$ cat config.mk
export PLATFORM = sky130hd
export DESIGN_NAME = note_draw_top
export DESIGN_NICKNAME = d
export VERILOG_FILES = /design/src/design/draw_geom_pkg.sv /design/src/design/draw_sprite_pkg.sv /design/src/design/frame_ctrl.sv /design/src/design/sprite_addr_gen.sv /design/src/design/pixel_fetch.sv /design/src/design/note_draw_top.sv
export SDC_FILE = /design/constraint.sdc
export NUM_CORES = 1
export LEC_CHECK = 0
export BUFFER_PORTS_ARGS = -buffer_cell sky130_fd_sc_hd__buf_2
export CAP_MARGIN = 40
export CORE_MARGIN = 2
export CORE_UTILIZATION = 50
export DETAILED_ROUTE_END_ITERATION = 16
export PLACE_DENSITY = 0.78
export SETUP_SLACK_MARGIN = 0.3
export SYNTH_ARGS = -nofsm -noshare
export SYNTH_HDL_FRONTEND = slang
export SYNTH_HIERARCHICAL = 1
export SYNTH_SLANG_ARGS = --single-unit
export TNS_END_PERCENT = 1
$ cat constraint.sdc
create_clock -name CLK -period 17.9 [get_ports CLK]
set_clock_uncertainty 0.1 [all_clocks]
set_input_delay 5.37 -clock CLK [delete_from_list [all_inputs] [get_ports CLK]]
set_output_delay 5.37 -clock CLK [all_outputs]
set_load 0.05 [all_outputs]
$ cat src/design/draw_geom_pkg.sv
package draw_geom_pkg;

	// lane count is set by the display layout
	localparam int NUM_LANES = 4;

	localparam int LANE_TOP = 200;    // first line of lane 0
	localparam int LANE_HEIGHT = 60;  // lines per lane and sprite column stride
	localparam int TRACK_WIDTH = 420; // key indicator starts here

	// one past the last line of lane 3
	localparam int TRACK_BOTTOM = LANE_TOP + NUM_LANES * LANE_HEIGHT;

	typedef logic [9:0] coord_t; // screen x or y

	typedef logic [$clog2(NUM_LANES)-1:0] lane_t;

	typedef logic [NUM_LANES-1:0] lane_mask_t; // bit i is lane i

endpackage

$ cat src/design/draw_sprite_pkg.sv
package draw_sprite_pkg;

	typedef logic [14:0] sprite_addr_t;
	typedef logic [15:0] sprite_word_t;
	typedef logic [7:0] x_idx_t; // horizontal sprite index of a note
	typedef logic [3:0] color_t;

	typedef enum logic [2:0] {
		NOTE_NONE        = 3'd0,
		NOTE_CLICK       = 3'd1,
		NOTE_SLIDE_BEGIN = 3'd2,
		NOTE_SLIDE_END   = 3'd3,
		NOTE_SLIDE_SPACE = 3'd4
	} note_kind_e;

	// as presented by a note engine
	typedef struct packed {
		note_kind_e kind;
		logic discarded; // slide already missed
		x_idx_t x_idx;
	} note_info_t;

	// field order matches rom word bits 11:0
	typedef struct packed {
		color_t blue;
		color_t green;
		color_t red;
	} rgb_t;

	// sprite sheet layout
	localparam sprite_addr_t BASE_CLICK            = 15'd12480;
	localparam sprite_addr_t BASE_SLIDE_BEGIN      = 15'd14640;
	localparam sprite_addr_t BASE_SLIDE_BEGIN_DISC = 15'd15720;
	localparam sprite_addr_t BASE_SLIDE_END        = 15'd16800;
	localparam sprite_addr_t BASE_SLIDE_END_DISC   = 15'd17880;
	localparam sprite_addr_t BASE_SLIDE_SPACE      = 15'd18960;
	localparam sprite_addr_t BASE_SLIDE_SPACE_DISC = 15'd19020;
	localparam sprite_addr_t BASE_KEY_DOWN         = 15'd19080;
	localparam sprite_addr_t BASE_KEY_UP           = 15'd22680;

	// edges from the enabling edge to the color latch
	localparam int FETCH_LATENCY = 3;

endpackage

$ cat src/design/frame_ctrl.sv
module frame_ctrl
	import draw_geom_pkg::*;
(
	input  logic             CLK,
	input  logic             RESET_L,
	input  logic             sig_on,
	input  lane_mask_t [1:0] refresh_done,
	output logic             sig_done,
	output lane_mask_t       refresh_lane,
	output logic             refresh_bank,
	output logic             display_bank,
	output logic             first_frame,
	output logic             fetch_enable,
	output logic             vga_reset
);

	typedef enum logic [1:0] {
		ST_IDLE,
		ST_REFRESH,
		ST_WAIT,
		ST_DONE
	} state_e;

	state_e state;
	state_e state_nxt;
	lane_t lane;
	logic working;
	logic fill_bank;

	// frame flags and ping-pong bank
	always_ff @(posedge CLK) begin
		if (!RESET_L) begin
			working <= 1'b0;
			first_frame <= 1'b1;
			fill_bank <= 1'b0;
		end else if (sig_on) begin
			fill_bank <= ~fill_bank;
			if (!working)
				working <= 1'b1;
			else
				first_frame <= 1'b0;
		end
	end

	always_comb begin
		state_nxt = state;
		case (state)
			ST_IDLE:
				if (sig_on)
					state_nxt = ST_REFRESH;
			ST_REFRESH:
				state_nxt = ST_WAIT;
			ST_WAIT:
				if (refresh_done[fill_bank][lane])
					state_nxt = (lane == lane_t'(NUM_LANES - 1)) ? ST_DONE : ST_REFRESH;
			ST_DONE:
				state_nxt = ST_IDLE;
			default:
				state_nxt = ST_IDLE;
		endcase
	end

	always_ff @(posedge CLK) begin
		if (!RESET_L) begin
			state <= ST_IDLE;
			lane <= '0;
		end else begin
			state <= state_nxt;
			if (state == ST_IDLE)
				lane <= '0;
			else if (state == ST_WAIT && state_nxt == ST_REFRESH)
				lane <= lane + 1'b1; // on to the next lane
		end
	end

	assign refresh_lane = (state == ST_REFRESH) ? lane_mask_t'(1) << lane : '0;
	assign sig_done = (state == ST_DONE);

	assign refresh_bank = fill_bank;
	assign display_bank = ~fill_bank; // show the bank filled last frame
	assign fetch_enable = ~first_frame;
	assign vga_reset = ~working;

	// a later lane goes out only after the lane before it reported done
	a_refresh_order: assert property (@(posedge CLK) disable iff (!RESET_L)
		refresh_lane != '0 && !refresh_lane[0] |->
			$past(state == ST_WAIT && refresh_done[fill_bank][lane]));

endmodule

$ cat src/design/sprite_addr_gen.sv
module sprite_addr_gen
	import draw_geom_pkg::*;
	import draw_sprite_pkg::*;
(
	input  logic                              CLK,
	input  logic                              RESET_L,
	input  logic                              vga_request,
	input  logic                              fetch_enable,
	input  coord_t                            vga_x,
	input  coord_t                            vga_y,
	input  logic                              display_bank,
	input  note_info_t [1:0][NUM_LANES-1:0]   note_info,
	input  lane_mask_t                        key_down,
	output sprite_addr_t                      rom_addr
);

	coord_t rel_y;
	coord_t line;
	lane_t lane;
	logic in_track;
	logic in_key;
	note_info_t sel_note;
	sprite_addr_t note_base;
	sprite_addr_t key_base;
	sprite_addr_t addr_nxt;

	// lane decode
	assign in_track = (vga_y >= coord_t'(LANE_TOP)) && (vga_y < coord_t'(TRACK_BOTTOM));
	assign rel_y = vga_y - coord_t'(LANE_TOP);
	assign lane = lane_t'(rel_y / LANE_HEIGHT);
	assign line = coord_t'(rel_y % LANE_HEIGHT); // line within the lane
	assign in_key = (vga_x >= coord_t'(TRACK_WIDTH));

	assign sel_note = note_info[display_bank][lane];

	always_comb begin
		case (sel_note.kind)
			NOTE_CLICK:
				note_base = BASE_CLICK;
			NOTE_SLIDE_BEGIN:
				note_base = sel_note.discarded ? BASE_SLIDE_BEGIN_DISC : BASE_SLIDE_BEGIN;
			NOTE_SLIDE_END:
				note_base = sel_note.discarded ? BASE_SLIDE_END_DISC : BASE_SLIDE_END;
			NOTE_SLIDE_SPACE:
				note_base = sel_note.discarded ? BASE_SLIDE_SPACE_DISC : BASE_SLIDE_SPACE;
			default:
				note_base = '0;
		endcase
	end

	assign key_base = key_down[lane] ? BASE_KEY_DOWN : BASE_KEY_UP;

	// sums wrap at the rom width
	always_comb begin
		if (!in_track)
			addr_nxt = '0;
		else if (in_key)
			addr_nxt = sprite_addr_t'(key_base
				+ (vga_x - coord_t'(TRACK_WIDTH)) * LANE_HEIGHT + line);
		else if (sel_note.kind == NOTE_NONE)
			addr_nxt = '0; // empty lane
		else
			addr_nxt = sprite_addr_t'(note_base + sel_note.x_idx * LANE_HEIGHT + line);
	end

	always_ff @(posedge CLK) begin
		if (!RESET_L)
			rom_addr <= '0;
		else if (vga_request && fetch_enable)
			rom_addr <= addr_nxt;
	end

	// note engines must present a defined kind wherever a note is drawn
	a_note_kind: assert property (@(posedge CLK) disable iff (!RESET_L)
		vga_request && fetch_enable && in_track && !in_key |->
			sel_note.kind inside {NOTE_NONE, NOTE_CLICK, NOTE_SLIDE_BEGIN,
				NOTE_SLIDE_END, NOTE_SLIDE_SPACE});

endmodule

$ cat src/design/pixel_fetch.sv
module pixel_fetch
	import draw_sprite_pkg::*;
(
	input  logic         CLK,
	input  logic         RESET_L,
	input  logic         vga_request,
	input  logic         fetch_enable,
	input  logic         first_frame,
	input  sprite_word_t rom_data,
	output logic         rom_en,
	output rgb_t         vga_rgb
);

	typedef logic [$clog2(FETCH_LATENCY + 1)-1:0] lat_cnt_t;

	logic busy;
	lat_cnt_t lat_cnt;

	always_ff @(posedge CLK) begin
		if (!RESET_L) begin
			busy <= 1'b0;
			lat_cnt <= '0;
			rom_en <= 1'b0;
			vga_rgb <= '0;
		end else begin
			if (busy) begin
				lat_cnt <= lat_cnt + 1'b1;
				if (lat_cnt == lat_cnt_t'(FETCH_LATENCY)) begin
					vga_rgb <= rgb_t'(rom_data[$bits(rgb_t)-1:0]);
					rom_en <= 1'b0;
					busy <= 1'b0;
				end
			end
			if (vga_request) begin
				if (first_frame) begin
					vga_rgb <= '0; // blank until the first bank is filled
				end else if (fetch_enable) begin
					rom_en <= 1'b1;
					busy <= 1'b1;
					lat_cnt <= lat_cnt_t'(1);
				end
			end
		end
	end

	// pixel rate leaves room for a full read between requests
	a_no_overlap: assert property (@(posedge CLK) disable iff (!RESET_L)
		busy |-> !vga_request);

endmodule

$ cat src/design/note_draw_top.sv
module note_draw_top
	import draw_geom_pkg::*;
	import draw_sprite_pkg::*;
(
	input  logic                            CLK,
	input  logic                            RESET_L,
	input  logic                            sig_on,
	output logic                            sig_done,
	output lane_mask_t                      refresh_lane,
	output logic                            refresh_bank,
	input  lane_mask_t [1:0]                refresh_done,
	input  note_info_t [1:0][NUM_LANES-1:0] note_info,
	input  lane_mask_t                      key_down,
	input  coord_t                          vga_x,
	input  coord_t                          vga_y,
	input  logic                            vga_request,
	output logic                            vga_reset,
	output rgb_t                            vga_rgb,
	output sprite_addr_t                    rom_addr,
	output logic                            rom_en,
	input  sprite_word_t                    rom_data
);

	logic display_bank;
	logic first_frame;
	logic fetch_enable;

	frame_ctrl u_frame_ctrl (
		.CLK          (CLK),
		.RESET_L      (RESET_L),
		.sig_on       (sig_on),
		.refresh_done (refresh_done),
		.sig_done     (sig_done),
		.refresh_lane (refresh_lane),
		.refresh_bank (refresh_bank),
		.display_bank (display_bank),
		.first_frame  (first_frame),
		.fetch_enable (fetch_enable),
		.vga_reset    (vga_reset)
	);

	sprite_addr_gen u_sprite_addr_gen (
		.CLK          (CLK),
		.RESET_L      (RESET_L),
		.vga_request  (vga_request),
		.fetch_enable (fetch_enable),
		.vga_x        (vga_x),
		.vga_y        (vga_y),
		.display_bank (display_bank),
		.note_info    (note_info),
		.key_down     (key_down),
		.rom_addr     (rom_addr)
	);

	// rom read timing and color latch
	pixel_fetch u_pixel_fetch (
		.CLK          (CLK),
		.RESET_L      (RESET_L),
		.vga_request  (vga_request),
		.fetch_enable (fetch_enable),
		.first_frame  (first_frame),
		.rom_data     (rom_data),
		.rom_en       (rom_en),
		.vga_rgb      (vga_rgb)
	);

endmodule

==> impl_summary.txt <==
----------------------------------------------------
[Synth]
  Post-synthesis simple-gate area fraction ... 13.82%
  Library cells used by synthesis ... 81
  Fraction of synthesized cell area in xor and xnor cells ... 8.155%
  Mapped Area ... 0.006889 mm2
  Count of yosys warnings during synthesis ... 6
  Most repeated cell in the gate-level netlist after synthesis ... inv_1
  Leading cell types by total area after synthesis ... ha_1 (13%), fa_1 (11%), dfxtp_1 (11%), mux4_2 (8.5%), xnor2_1 (5.7%)
  Area fraction in compound gates after synthesis ... 21.20%
  Mean Syn Cell Area ... 8.959 um2
  Largest family of logic cells by synthesized area ... adder cells
  Number of flops mapped to enable cells by yosys ... 0
  Leading post-synthesis cells by instance count ... inv_1 (104), ha_1 (74), a21oi_1 (50)
  Share of async-settable or async-resettable flops after synthesis ... 0%
  Share of the synthesized area in the top cell type ... 13.44%
  Cell type with the largest total area after synthesis ... ha_1
  Gate count of the mapped netlist ... 769
  Fraction of synthesized area in multiplexers ... 12.60%
  Register area share after synthesis ... 11.04%
  Area share of fa/ha/maj cells after synthesis ... 24.77%
  Net count after synthesis ... 1030
  Most instantiated flip-flop cell in the synthesis netlist ... dfxtp_1
  Count of state elements after synthesis ... 38

[Clocking]
  Count of clock tree sinks ... 38
  Clock Tree Root ... clkbuf_16
  Total CTS buffers ... 5
  Count of instances resized after the clock tree is built ... 0
  CTS Buffer Depth ... 2
  H-tree depth reported by CTS ... 2
  Setup repair bufs after CTS ... 0
  Clock edge transition at the registers on the reported setup and hold paths ... 60 ps
  CTS tree ... done
  Clock latency of the later-clocked register in the worst-skew pair ... 280 ps
  Hold buffer count at cts ... 0

[Timing]
  Measured slew at the worst slew-check pin ... 788.9 ps
  Total negative slack ... 0 ps
  Final Setup Violations ... 0
  Post-route fraction of the period consumed by the critical path ... 81.72%
  Slew Limit Fails ... 0
  Maximum achievable frequency ... 68.36 MHz
  Unrepaired setup endpoints after global routing ... false
  Final hold vios ... 0
  Final period demand of the worst path ... 14630 ps
  Slew Limit Headroom ... 45.90%

[Global routing]
  Global-route wire length before repair ... 26790 um
  Pin count of the biggest net entering global routing ... 25
  Via count of the first global-routing pass ... 5842
  GRT Util Overall ... 22.29%
  Antenna violations before repair ... 0
  Leftover overflow at the end of global routing ... 0

[Min path]
  Hold WC Path Type ... reg -> reg

[Power and ir drop]
  Post-route total power ... 1.931 mW
  Power density over cell area ... 239.9 mW/mm2
  Reported leakage power ... 3.794 nW
  Worst IR Drop VDD ... 0.2111 mV

[Die]
  Ports placed on the boundary ... 183
  Die Width ... 121.4 um
  Die ar. ... 0.01473 mm2
  Height of the die ... 121.4 um
  Std cell rows ... 42
  Std-Cell Core Area ... 0.01335 mm2
  Initial cell density of the core ... 51.61%

[Finish]
  Synth-to-Final Area Change ... 16.87%
  Layout filler cell count ... 1197
  Final net count ... 1193
  Share of cells above drive strength 1 ... 28.72%
  Diode count ... 0

[Worst setup path]
  Critical path fanouts, max ... 22
  Count of buffering cells on the critical path with inverters included ... 6
  Cell seen most often among critical-path stages ... a21oi_1
  Arrival time of data at the critical path endpoint ... 14750 ps
  WP data required ... 18020 ps
  Nature of the critical path startpoint ... input pin
  Slowest Stage Delay on Critical Path ... 520 ps
  Critical-path top delay cell ... fa_1
  CP endpoint kind ... register
  Type of the worst setup path ... in -> reg
  Cell family with the largest share of critical-path delay ... compound AO/OA/AOI/OAI gates

[Route]
  Via count of the routed design ... 6000
  Iteration count of the initial detailed-routing pass ... 5
  Antenna Nets Post-Route ... 0
  Met2 WL post-DR ... 7670 um
  Top metal layer carrying routed signals ... met4
  Drt first-iter violations ... 303
  Via count normalized by instance count ... 5.410
  Wire length reported by the detailed router ... 16040 um
  Detailed-routing wirelength on met1 ... 6922 um
  Average routed wire per standard cell ... 14.46 um
  DRC violation count after routing ... 0
  Routed length on met3 ... 1008 um

[Placement]
  Buffers on Ports ... 178
  Placer congestion estimate ... 0.9627
  Detailed placer's ending HPWL ... 13900 um

[Job]
  Max-capacitance violation count ... 0

[Run status]
  Status ... finished clean

----------------------------------------------------
[metrics by stage]
stage	cells	hold slack, ps	util [%]	instance area, um2	setup slack (ps)
6_report	1109	344.0	60.32	8051	3272
3_5_place_dp	1101	340.6	59.05	7881	2950
2_1_floorplan	769	343.4	-	6889	3794
3_3_place_gp	1098	335.5	58.72	7838	2679
4_1_cts	1109	349.2	60.32	8051	3251
5_1_grt	1109	370.9	60.32	8051	2506
[cells by family (layout without fill, tap and decap cells)]
group / after synthesis / after routing
xor+xnor: 62 / 62
buf+inv: 133 / 297
fa+ha+maj: 113 / 113
mux: 48 / 48
flops: 38 / 38
compound gates: 201 / 201
simple gates: 174 / 174
[flip-flops by register name, indices dropped and copies added (netlist names), 2 cells and up]
register                    cells
u_pixel_fetch/lat_cnt           2
u_frame_ctrl/lane               2
u_sprite_addr_gen/rom_addr     15
u_pixel_fetch/vga_rgb          12
u_frame_ctrl/state              2
[placed cells by master, fill, tap and decap left out, types with 21 or more instances in the layout]
cell type | Yosys | routed
dfxtp_1 | 38 | 38
o21ai_0 | 28 | 28
inv_1 | 104 | 104
ha_1 | 74 | 74
a21oi_1 | 50 | 50
mux4_2 | 26 | 26
fa_1 | 39 | 39
nand2_1 | 41 | 41
nor2_1 | 35 | 35
xnor2_1 | 45 | 45
nand3_1 | 21 | 21
buf_2 | 7 | 179
[report_power, final]
| group | switching [mW] | internal (mW) |
|---|---|---|
| Clock | 0.0376 | 0.0657 |
| Sequential | 0.00392 | 0.0886 |
| Combinational | 0.942 | 0.793 |
[per-layer routing]
metal,track usage [%],vias up
li1,-,3028
met1,28.00,2725
met2,39.85,223
met3,2.256,24
met4,7.471,0
met5,0,-
[path summary, 6_finish.rpt]
| path | from | end | slack [ps] | cells past startpoint |
|---|---|---|---|---|
| hold reg to reg | u_sprite_addr_gen/rom_addr[10] | u_sprite_addr_gen/rom_addr[10] | 340 | 2 |
| setup / recovery | vga_y[3] | u_sprite_addr_gen/rom_addr[14] | 3270 | 40 |
| setup reg to reg | u_frame_ctrl/refresh_bank | u_sprite_addr_gen/rom_addr[14] | 11600 | 24 |
| hold / removal | u_sprite_addr_gen/rom_addr[10] | u_sprite_addr_gen/rom_addr[10] | 340 | 2 |
[area by class of cell]
cell class	instances	area, um2	area share (%)
multi-input combinational	598	5549	68.92
timing repair buffer	184	957.2	11.89
sequential	38	760.7	9.448
inverter	105	394.1	4.895
tap	176	220.2	2.735
clock buffer	5	125.1	1.554
clock inverter	3	45.04	0.5594
[worst min-delay path: stages, from the launching register on]
cell	delay [ps]
dfxtp_1	300
nand2_1	50
o21ai_1	50
Note: power is estimated with default switching activity, not from simulation.
